==> src/source/lbdr_consts.svh <==
// ------------------------------------------------
// mesh size, coordinate widths and lbdr bit counts
// for the 3d mesh routing stage
// ------------------------------------------------

`ifndef LBDR_CONSTS_SVH
`define LBDR_CONSTS_SVH

// mesh dimensions, numbered layer by layer, then row by row
`define LBDR_NUM_COLS 5
`define LBDR_NUM_ROWS 4
`define LBDR_NUM_LAYERS 3

// coordinate widths (x column, y row, z layer)
`define LBDR_X_W 3
`define LBDR_Y_W 2
`define LBDR_Z_W 2
`define LBDR_NODE_ID_W 6

// port count and table bit counts
`define LBDR_NUM_PORTS 6
`define LBDR_NUM_RBITS 24
`define LBDR_NUM_CBITS 6
`define LBDR_NUM_TBITS 6

`endif

==> src/source/noc_geom_pkg.sv <==
// ------------------------------------------------
// mesh geometry types: node id, coordinate triple
// and relative direction flags
// ------------------------------------------------

`include "lbdr_consts.svh"

package noc_geom_pkg;

  // node number, layer * cols * rows + row * cols + col
  typedef logic [`LBDR_NODE_ID_W-1:0] node_id_t;

  // node position inside the mesh
  typedef struct packed {
    logic [`LBDR_X_W-1:0] x;
    logic [`LBDR_Y_W-1:0] y;
    logic [`LBDR_Z_W-1:0] z;
  } coord_t;

  // ------------------------------------------------
  // destination relative to the current node
  // a flag is set only when the destination lies
  // strictly that way on its axis
  // bit order matches the port mask, n is bit 5
  typedef struct packed {
    // y axis, larger row
    logic n;
    // x axis, larger column
    logic e;
    logic w;
    logic s;
    // z axis, upper layer
    logic u;
    logic d;
  } dir_flags_t;

endpackage

==> src/source/lbdr_pkg.sv <==
// ------------------------------------------------
// lbdr types: port indices, port mask, routing
// bit indices and the configuration table
// ------------------------------------------------

`include "lbdr_consts.svh"

package lbdr_pkg;

  // port index inside a mask, order N-E-W-S-U-D from msb
  typedef enum logic [2:0] {
    PORT_D = 3'd0,
    PORT_U = 3'd1,
    PORT_S = 3'd2,
    PORT_W = 3'd3,
    PORT_E = 3'd4,
    PORT_N = 3'd5
  } port_e;

  // one candidate bit per output port
  typedef logic [`LBDR_NUM_PORTS-1:0] port_mask_t;

  // ------------------------------------------------
  // routing bit index, R_pq allows leaving through p
  // while the packet still has hops left toward q
  // straight-through bits are not part of the table
  typedef enum logic [4:0] {
    RDS = 5'd0,  RDN = 5'd1,  RDW = 5'd2,  RDE = 5'd3,
    RUS = 5'd4,  RUN = 5'd5,  RUW = 5'd6,  RUE = 5'd7,
    RSD = 5'd8,  RSU = 5'd9,  RSW = 5'd10, RSE = 5'd11,
    RWD = 5'd12, RWU = 5'd13, RWS = 5'd14, RWN = 5'd15,
    RED = 5'd16, REU = 5'd17, RES = 5'd18, REN = 5'd19,
    RND = 5'd20, RNU = 5'd21, RNW = 5'd22, RNE = 5'd23
  } rbit_e;

  // ------------------------------------------------
  // per-node table, quasi-static while traffic flows
  typedef struct packed {
    // routing bits, indexed by rbit_e
    logic [`LBDR_NUM_RBITS-1:0] r;
    // connectivity, indexed by port_e
    logic [`LBDR_NUM_CBITS-1:0] c;
    // turn bits, t_ab allows a turn from axis a into axis b
    struct packed {
      logic tyx;
      logic tzx;
      logic txy;
      logic tzy;
      logic txz;
      logic tyz;
    } t;
  } lbdr_cfg_t;

endpackage

==> src/source/lbdr_dest_decode.sv <==
// ------------------------------------------------
// input side of the lbdr stage: splits the
// destination id into coordinates and registers
// the relative direction flags
// ------------------------------------------------

`timescale 1ns/100ps
`include "lbdr_consts.svh"

module lbdr_dest_decode
  import noc_geom_pkg::*;
#(
  parameter int unsigned NODE_ID = 0
) (
  input  logic       clk_i,
  input  logic       arst_n_i,
  // request from the producer
  input  logic       req_valid_i,
  output logic       req_ready_o,
  input  node_id_t   req_dest_i,
  // flags toward rule evaluation
  output logic       out_valid_o,
  input  logic       out_ready_i,
  output dir_flags_t out_flags_o
);

  localparam int unsigned NODES_PER_LAYER = `LBDR_NUM_COLS * `LBDR_NUM_ROWS;

  // column, row within the layer, then layer
  function automatic coord_t id_to_coord(input node_id_t id);
    coord_t c;
    c.x = `LBDR_X_W'(id % `LBDR_NUM_COLS);
    c.y = `LBDR_Y_W'((id % NODES_PER_LAYER) / `LBDR_NUM_COLS);
    c.z = `LBDR_Z_W'(id / NODES_PER_LAYER);
    return c;
  endfunction

  // own position, fixed at elaboration
  localparam coord_t OWN_C = id_to_coord(node_id_t'(NODE_ID));

  coord_t     dest_c;
  dir_flags_t flags_d;
  dir_flags_t flags_q;
  logic       valid_q;

  assign dest_c = id_to_coord(req_dest_i);

  // strict comparisons, own node gives all zero
  assign flags_d.n = dest_c.y > OWN_C.y;
  assign flags_d.s = dest_c.y < OWN_C.y;
  assign flags_d.e = dest_c.x > OWN_C.x;
  assign flags_d.w = dest_c.x < OWN_C.x;
  assign flags_d.u = dest_c.z > OWN_C.z;
  assign flags_d.d = dest_c.z < OWN_C.z;

  // ------------------------------------------------
  // pipeline register
  // accept when empty or when the content leaves now
  assign req_ready_o = !valid_q || out_ready_i;

  always_ff @(posedge clk_i or negedge arst_n_i) begin
    if (!arst_n_i) begin
      valid_q <= 1'b0;
    end else if (req_ready_o) begin
      valid_q <= req_valid_i;
    end
  end

  // payload only moves on a handshake
  always_ff @(posedge clk_i) begin
    if (req_valid_i && req_ready_o) begin
      flags_q <= flags_d;
    end
  end

  assign out_valid_o = valid_q;
  assign out_flags_o = flags_q;

endmodule

==> src/source/lbdr_rule_eval.sv <==
// ------------------------------------------------
// processing part of the lbdr stage: evaluates the
// turn rules per port and registers the candidate
// mask before connectivity is applied
// ------------------------------------------------

`timescale 1ns/100ps

module lbdr_rule_eval
  import noc_geom_pkg::*, lbdr_pkg::*;
(
  input  logic       clk_i,
  input  logic       arst_n_i,
  // flags from the decode side
  input  logic       in_valid_i,
  output logic       in_ready_o,
  input  dir_flags_t in_flags_i,
  // routing and turn bits
  input  lbdr_cfg_t  cfg_i,
  // candidate mask toward the output side
  output logic       out_valid_o,
  input  logic       out_ready_i,
  output port_mask_t out_mask_o
);

  // ------------------------------------------------
  // one rule for every port p on axis a
  //   p must point toward the destination
  //   no offset on the other axes, straight on
  //   one other axis with offset q, needs R_pq
  //   both other axes offset, needs both turns into a
  //   and R toward at least one of them
  // b1/b2 carry {positive, negative} flags of the other axes
  // r1/r2 carry the matching R bits in the same order
  function automatic logic port_rule(
    input logic       p,
    input logic [1:0] b1,
    input logic [1:0] b2,
    input logic [1:0] r1,
    input logic [1:0] r2,
    input logic       t1,
    input logic       t2
  );
    logic off1;
    logic off2;
    logic r_ok;
    logic none;
    logic one;
    logic two;
    off1 = |b1;
    off2 = |b2;
    // R bit toward the direction actually pending
    r_ok = |(b1 & r1) || |(b2 & r2);
    none = !off1 && !off2;
    one  = (off1 ^ off2) && r_ok;
    two  = off1 && off2 && t1 && t2 && r_ok;
    return p && (none || one || two);
  endfunction

  dir_flags_t f;
  port_mask_t cand_d;
  port_mask_t mask_q;
  logic       valid_q;

  assign f = in_flags_i;

  // y axis ports, other axes x and z
  assign cand_d[PORT_N] = port_rule(f.n, {f.e, f.w}, {f.u, f.d},
                                    {cfg_i.r[RNE], cfg_i.r[RNW]},
                                    {cfg_i.r[RNU], cfg_i.r[RND]},
                                    cfg_i.t.txy, cfg_i.t.tzy);
  assign cand_d[PORT_S] = port_rule(f.s, {f.e, f.w}, {f.u, f.d},
                                    {cfg_i.r[RSE], cfg_i.r[RSW]},
                                    {cfg_i.r[RSU], cfg_i.r[RSD]},
                                    cfg_i.t.txy, cfg_i.t.tzy);

  // x axis ports, other axes y and z
  assign cand_d[PORT_E] = port_rule(f.e, {f.n, f.s}, {f.u, f.d},
                                    {cfg_i.r[REN], cfg_i.r[RES]},
                                    {cfg_i.r[REU], cfg_i.r[RED]},
                                    cfg_i.t.tyx, cfg_i.t.tzx);
  assign cand_d[PORT_W] = port_rule(f.w, {f.n, f.s}, {f.u, f.d},
                                    {cfg_i.r[RWN], cfg_i.r[RWS]},
                                    {cfg_i.r[RWU], cfg_i.r[RWD]},
                                    cfg_i.t.tyx, cfg_i.t.tzx);

  // z axis ports, other axes x and y
  assign cand_d[PORT_U] = port_rule(f.u, {f.e, f.w}, {f.n, f.s},
                                    {cfg_i.r[RUE], cfg_i.r[RUW]},
                                    {cfg_i.r[RUN], cfg_i.r[RUS]},
                                    cfg_i.t.txz, cfg_i.t.tyz);
  assign cand_d[PORT_D] = port_rule(f.d, {f.e, f.w}, {f.n, f.s},
                                    {cfg_i.r[RDE], cfg_i.r[RDW]},
                                    {cfg_i.r[RDN], cfg_i.r[RDS]},
                                    cfg_i.t.txz, cfg_i.t.tyz);

  // ------------------------------------------------
  // pipeline register
  assign in_ready_o = !valid_q || out_ready_i;

  always_ff @(posedge clk_i or negedge arst_n_i) begin
    if (!arst_n_i) begin
      valid_q <= 1'b0;
    end else if (in_ready_o) begin
      valid_q <= in_valid_i;
    end
  end

  always_ff @(posedge clk_i) begin
    if (in_valid_i && in_ready_o) begin
      mask_q <= cand_d;
    end
  end

  assign out_valid_o = valid_q;
  assign out_mask_o  = mask_q;

endmodule

==> src/source/lbdr_port_mask.sv <==
// ------------------------------------------------
// output side of the lbdr stage: drops ports with
// no neighbour and holds the mask for the consumer
// ------------------------------------------------

`timescale 1ns/100ps

module lbdr_port_mask
  import lbdr_pkg::*;
(
  input  logic       clk_i,
  input  logic       arst_n_i,
  // candidate mask from rule evaluation
  input  logic       in_valid_i,
  output logic       in_ready_o,
  input  port_mask_t in_mask_i,
  // connectivity bits of this node
  input  lbdr_cfg_t  cfg_i,
  // response toward the consumer
  output logic       rsp_valid_o,
  input  logic       rsp_ready_i,
  output port_mask_t rsp_mask_o
);

  port_mask_t mask_d;
  port_mask_t mask_q;
  logic       valid_q;

  // a port is only usable when a switch sits behind it
  assign mask_d = in_mask_i & cfg_i.c;

  // ------------------------------------------------
  // output register
  // result stays put while the consumer stalls
  assign in_ready_o = !valid_q || rsp_ready_i;

  always_ff @(posedge clk_i or negedge arst_n_i) begin
    if (!arst_n_i) begin
      valid_q <= 1'b0;
    end else if (in_ready_o) begin
      valid_q <= in_valid_i;
    end
  end

  always_ff @(posedge clk_i) begin
    if (in_valid_i && in_ready_o) begin
      mask_q <= mask_d;
    end
  end

  assign rsp_valid_o = valid_q;
  assign rsp_mask_o  = mask_q;

endmodule

==> src/source/lbdr_route_3d.sv <==
// ------------------------------------------------
// lbdr routing stage of a 3d mesh router
// decode, rule evaluation and port mask in a
// three deep valid/ready pipeline
// ------------------------------------------------

`timescale 1ns/100ps

module lbdr_route_3d
  import noc_geom_pkg::*, lbdr_pkg::*;
#(
  // default node sits at x=2, y=1, z=1
  parameter int unsigned NODE_ID = 27
) (
  input  logic       clk_i,
  input  logic       arst_n_i,
  // request
  input  logic       req_valid_i,
  output logic       req_ready_o,
  input  node_id_t   req_dest_i,
  // routing table, stable while requests are in flight
  input  lbdr_cfg_t  cfg_i,
  // response
  output logic       rsp_valid_o,
  input  logic       rsp_ready_i,
  output port_mask_t rsp_mask_o
);

  // decode to eval
  logic       dec_valid;
  logic       dec_ready;
  dir_flags_t dec_flags;

  // eval to mask
  logic       ev_valid;
  logic       ev_ready;
  port_mask_t ev_mask;

  lbdr_dest_decode #(
    .NODE_ID(NODE_ID)
  ) u_decode (
    .clk_i       (clk_i),
    .arst_n_i    (arst_n_i),
    .req_valid_i (req_valid_i),
    .req_ready_o (req_ready_o),
    .req_dest_i  (req_dest_i),
    .out_valid_o (dec_valid),
    .out_ready_i (dec_ready),
    .out_flags_o (dec_flags)
  );

  lbdr_rule_eval u_eval (
    .clk_i       (clk_i),
    .arst_n_i    (arst_n_i),
    .in_valid_i  (dec_valid),
    .in_ready_o  (dec_ready),
    .in_flags_i  (dec_flags),
    .cfg_i       (cfg_i),
    .out_valid_o (ev_valid),
    .out_ready_i (ev_ready),
    .out_mask_o  (ev_mask)
  );

  lbdr_port_mask u_mask (
    .clk_i       (clk_i),
    .arst_n_i    (arst_n_i),
    .in_valid_i  (ev_valid),
    .in_ready_o  (ev_ready),
    .in_mask_i   (ev_mask),
    .cfg_i       (cfg_i),
    .rsp_valid_o (rsp_valid_o),
    .rsp_ready_i (rsp_ready_i),
    .rsp_mask_o  (rsp_mask_o)
  );

endmodule

==> config.mk <==
export PLATFORM = sky130hd
export DESIGN_NAME = lbdr_route_3d
export DESIGN_NICKNAME = d
export VERILOG_FILES = /design/src/source/noc_geom_pkg.sv /design/src/source/lbdr_pkg.sv /design/src/source/lbdr_dest_decode.sv /design/src/source/lbdr_rule_eval.sv /design/src/source/lbdr_port_mask.sv /design/src/source/lbdr_route_3d.sv
export VERILOG_INCLUDE_DIRS = /design/src /design/src/source
export SDC_FILE = /design/constraint.sdc
export NUM_CORES = 1
export LEC_CHECK = 0
export BUFFER_PORTS_ARGS = -buffer_cell sky130_fd_sc_hd__buf_2
export CORE_UTILIZATION = 54
export CTS_BUF_LIST = sky130_fd_sc_hd__clkbuf_16
export DETAILED_ROUTE_END_ITERATION = 10
export GPL_TIMING_DRIVEN = 0
export PLACE_DENSITY = 0.81
export SLEW_MARGIN = 10
export SYNTH_ARGS = -nofsm -noshare
export SYNTH_HDL_FRONTEND = slang
export SYNTH_HIERARCHICAL = 1
export SYNTH_SLANG_ARGS = --single-unit
==> constraint.sdc <==
create_clock -name clk_i -period 1.93 [get_ports clk_i]
set_input_delay 0.193 -clock clk_i [delete_from_list [all_inputs] [get_ports clk_i]]
set_output_delay 0.193 -clock clk_i [all_outputs]
set_load 0.05 [all_outputs]
After elaboration in Yosys (flattened, before gate mapping)
Cells that the tools add are included.
{ "classes": {"n_div": 4, "n_lt_le_gt_ge": 6, "n_bitwise": 16, "reduce_logical": 75} }
{ "ops": {"columns": ["cell", "count"], "rows": [
  ["logical AND 1 bit", 33],
  ["divider 32 x 3 -> 32 bit (second input constant)", 1],
  ["divider 6 x 5 -> 32 bit (second input constant)", 1],
  ["modulo 6 x 3 -> 32 bit (second input constant)", 1],
  ["modulo 6 x 5 -> 32 bit (second input constant)", 1],
  ["OR reduction 2 bit", 15],
  ["AND 2 bit", 12],
  ["logical OR 1 bit", 21],
  ["AND 6 bit", 1],
  ["logical NOT 1 bit", 6],
  ["> comparator 2 x 1 -> 1 bit (second input constant)", 2],
  ["< comparator 2 x 1 -> 1 bit (second input constant)", 2],
  ["> comparator 3 x 2 -> 1 bit (second input constant)", 1],
  ["< comparator 3 x 2 -> 1 bit (second input constant)", 1],
  ["bitwise XOR 1 bit", 3]
]} }
{ "totals": {"reg_bits": 21, "in_bits": 46, "out_inout_bits": 8, "wordCells": 112} }

Depth between registers and ports, before layout
{ "depth": {"word_depth": 7, "depth_mapped": 23, "mapped_depth_nobuf": 20} }

Cells and area by module
The synthesis kept the hierarchy.
{ "by_module_without_submodules": {"columns": ["mod", "n_inst", "cells_each", "area_per_inst_um2", "seq_area_each_um2"], "rows": [
  ["lbdr_dest_decode", 1, 184, 1327.5, 205.2],
  ["lbdr_rule_eval", 1, 52, 540.5, 205.2],
  ["lbdr_port_mask", 1, 16, 271.5, 205.2]
]} }

Worst setup path after synthesis
OpenSTA, ideal clock, no wires.
{ "synth_path": {"path_kind": "input to register", "from": "input req_dest_i[3]", "to": "register u_decode.flags_q, in the netlist u_decode/out_flags_o[3], data pin", "setup_ps": 262, "arrival_time_ps": 3941, "t_required_ps": 1668, "slack_ps": -2273, "cell_stages": 21, "n_path_buf": 2, "cell_sequence": "buf_2 > nor2_1 > inv_2 > ha_1 > nand3b_1 > nor3_1 > o21ai_0 > and3_1 > clkbuf_1 > ha_1 > o21ai_0 > a221o_1 > o2111ai_2 > a21oi_2 > xnor2_1 > ha_1 > nor2b_1 > o2bb2ai_1 > a211oi_1 > o221ai_2 > mux2_1"} }
{ "synth_rtl": {"columns": ["element", "line", "rtl"], "rows": [
  ["start: declaration", "lbdr_route_3d.sv:20", "input node_id_t req_dest_i,"],
  ["end signal: assignment", "lbdr_dest_decode.sv:72", "flags_q <= flags_d;"],
  ["end: declaration", "lbdr_dest_decode.sv:43", "dir_flags_t flags_q;"]
]} }

==> flow_summary.toml <==
[global_routing]
grt_usage = 0.293
grt_pass1_wl_microns = 9600
grt_pass1_vias = 2119
grt_start_max_net_pins = 12
grt_overflow_total = 0
antenna_found_initial = 0

[clock_tree]
clk_path_buf_depth = 2
tritoncts.num_buffers = 3
root_buffer = "clkbuf_16"
cts.sinks = 21
clock_latency_ns = 0.25
tritoncts = "done"
h-tree-depth = 1
clk_pin_slew_ns = 0.06

[status]
status = "finished, violations left"
violations = "negative setup slack"

[cells_and_area]
finish.utilization = 0.762
finish.instance_area_sq_mm = 0.00285
syn2layout_area_growth_pct = 33.3
fin_cells = 373
drive_above_1_share = 0.391
diodes = 0
nets = 380

[route]
avgViaCountPerCell = 6.18
drc = 0
postRouteAntennaNets = 0
first_iter_violations = 159
dr.pass1.iters = 5
vias = 2305
wl_microns = 6030
wl_per_cell_microns = 16.2

[power_and_ir_drop]
power_frac_seq = 0.326
cellLeakagePower_nw = 1.21
p_total_mw = 1.80
clockPowerShare = 0.238
p_int_mw = 1.20
switching_share = 0.335
p_comb_frac = 0.437
ir_worst_vdd_mv = 0.314
p_sw_uw = 604
power_density_mw_per_mm2 = 632

[worst_hold_path]
hp-start = "req_valid_i"
holdPathStages = 2
hp-class = "input pin to register"
hold_end = "u_decode/out_valid_o"

[synthesis]
ys_types = 63
synth_area_per_cell_sq_um = 8.49
syn_inst = 252
syn_nets = 306
yosysSeqAreaShare = 0.288
ys_seq_elements = 21
netlist_area_sq_mm = 0.00214
yosys_warnings = 6
synth_ff_type = "edfxtp_1"
async_reset_ff_frac = 0.143
synth_edf_count = 18

[sta]
finalSetupViolCount = 4
relSlewSlack = 0.626
rsz0062_at_grt = "yes"
worst_pin_slew_ns = 0.561
finalHoldViolations = 0
timing.final.ws_setup_ns = -1.55
fin_crit_ns = 3.48
slew_viol_final = 0
fmaxAchievable_mhz = 287
finalSetupTns_ns = -4.59
fin_crit_sh = 1.81
finClkSkew_ns = 0.00191

[critical_path]
r2r-start = "u_decode/out_flags_o[0]"
r2r_end = "u_eval/out_mask_o[2]"
start_kind = "input pin"
reg2regPathDepth = 5
critPathCaptureType = "register"
reg2reg_slack_ns = 0.18
worstSetupPathType = "input pin to register"
arrival_ns = 3.49
worst-path-max-fanout = 5
crit_start = "req_dest_i[4]"
required_ns = 1.94

[placed_design]
dp_cells = 351
gp_congestion = 0.962
portBuffers = 51
place_area_sq_mm = 0.00255
dpl.hpwl_microns = 4350

[die]
core_area_sq_mm = 0.00374
io_pins = 54
die_x_microns = 64.9
initial_utilization = 0.572
fp.dieArea_sq_mm = 0.00422
num_rows = 22
die_height_microns = 64.9

[job]
max-cap-violations = 0
==> final cells by class <==
cell class | instances | area (sq um)
multi-input cells | 203 | 1490
fillers | 287 | 891
flip-flops and latches | 21 | 616
repair buffers | 70 | 418
plain buffers | 19 | 156
clock buffers | 3 | 75.1
well taps | 48 | 60.1
inverters | 8 | 32.5
clock inverters | 1 | 3.75
==> cells in the mapped netlist, types with 3 or more instances <==
| master | instances | area share |
|---|---|---|
| ha_1 | 8 | 0.047 |
| nor3_1 | 7 | 0.016 |
| edfxtp_1 | 18 | 0.25 |
| nor2_1 | 18 | 0.032 |
| dfrtp_1 | 3 | 0.035 |
| and2_1 | 10 | 0.029 |
| a22o_1 | 9 | 0.037 |
| buf_6 | 6 | 0.032 |
| o21ai_0 | 25 | 0.058 |
| a221o_1 | 3 | 0.014 |
| buf_2 | 9 | 0.021 |
| nand2b_1 | 12 | 0.035 |
| xnor2_1 | 3 | 0.012 |
| o22ai_1 | 4 | 0.012 |
| nor2b_1 | 7 | 0.020 |
| a211oi_1 | 6 | 0.021 |
| a22o_2 | 3 | 0.014 |
| a21oi_1 | 25 | 0.058 |
| inv_1 | 6 | 0.011 |
| nand2_1 | 18 | 0.032 |
==> metal layers <==
| metal | global-route usage | vias up | part of all wire |
|---|---|---|---|
| li1 | - | 1092 | - |
| met1 | 0.327 | 1051 | 0.38 |
| met2 | 0.542 | 136 | 0.51 |
| met3 | 0.0440 | 26 | 0.073 |
| met4 | 0.125 | 0 | 0.032 |
| met5 | 0 | - | 0 |
==> how the worst max path moves through the flow <==
stage / endpoint / slack [ns] / cells past startpoint
4_1_cts: u_decode/out_flags_o[3] / -1.61 / 20
3_3_place_gp: u_decode/out_flags_o[3] / -2.37 / 21
3_5_place_dp: u_decode/out_flags_o[3] / -2.44 / 21
2_1_floorplan: u_decode/out_flags_o[3] / -1.88 / 21
5_1_grt: u_decode/out_flags_o[4] / -1.73 / 21
6_report: u_decode/out_flags_o[3] / -1.55 / 20
==> sequential cells by signal, summed over array words and instances (netlist names) <==
register	count
u_eval/out_mask_o	6
u_eval/out_valid_o	1
u_mask/rsp_mask_o	6
u_mask/rsp_valid_o	1
u_decode/out_valid_o	1
u_decode/out_flags_o	6
==> logic make-up after synthesis <==
| kind of cell | synth area share |
|---|---|
| compound gates | 0.333 |
| xor+xnor | 0.0123 |
| fa+ha+maj | 0.0520 |
| buf+inv | 0.0789 |
| flops | 0.288 |
| mux | 0.0146 |
| simple gates | 0.221 |
==> stage by stage <==
stage	worst slack [ns]	hold slack (ns)
floorplan	-1.88	-0.103
global placement	-2.37	-0.00850
detailed placement	-2.44	-0.00432
CTS	-1.61	0.156
global route	-1.73	0.181
finish	-1.55	0.172
==> power groups by stage <==
stage,clock [mW],sequential [mW],combinational [mW]
after floorplan,0,0.648,0.470
after global placement,0,0.594,0.679
after detailed placement,0,0.596,0.692
after CTS,0.437,0.587,0.748
after global routing,0.456,0.594,0.848
final,0.429,0.587,0.787
==> what timing repair did <==
action                                  CTS  global route
resized for setup                        17             8
endpoints found under the setup margin    4             4
hold buffers                              1             0
pin swaps                                18            20
endpoints found under the hold margin     3             0
buffers inserted                         12             6
==> worst max-delay path: stages <==
cell       delay [ns]
buf_8            0.10
nor2_4           0.14
inv_4            0.06
ha_4             0.22
nand3b_1         0.20
nor3_2           0.21
o21ai_1          0.08
and3_4           0.18
ha_4             0.18
a21oi_2          0.11
a221o_1          0.22
o2111ai_4        0.17
a21oi_4          0.19
xnor2_2          0.14
ha_2             0.21
nor2b_4          0.15
o2bb2ai_2        0.07
a211oi_2         0.17
o221ai_2         0.17
mux2_4           0.32
==> cell usage in the layout (no fill, tap or decap), drive strengths merged, types with 4 or more instances in the layout <==
master,count
clkbuf,4
nor2b,7
nand2b,13
o21ai,26
a22o,12
edfxtp,18
o22ai,4
ha,8
nand2,18
inv,8
and2,11
nor3,7
buf,87
a211oi,6
nor2,18
a21oi,27
Power figures use the tool's default switching activity.
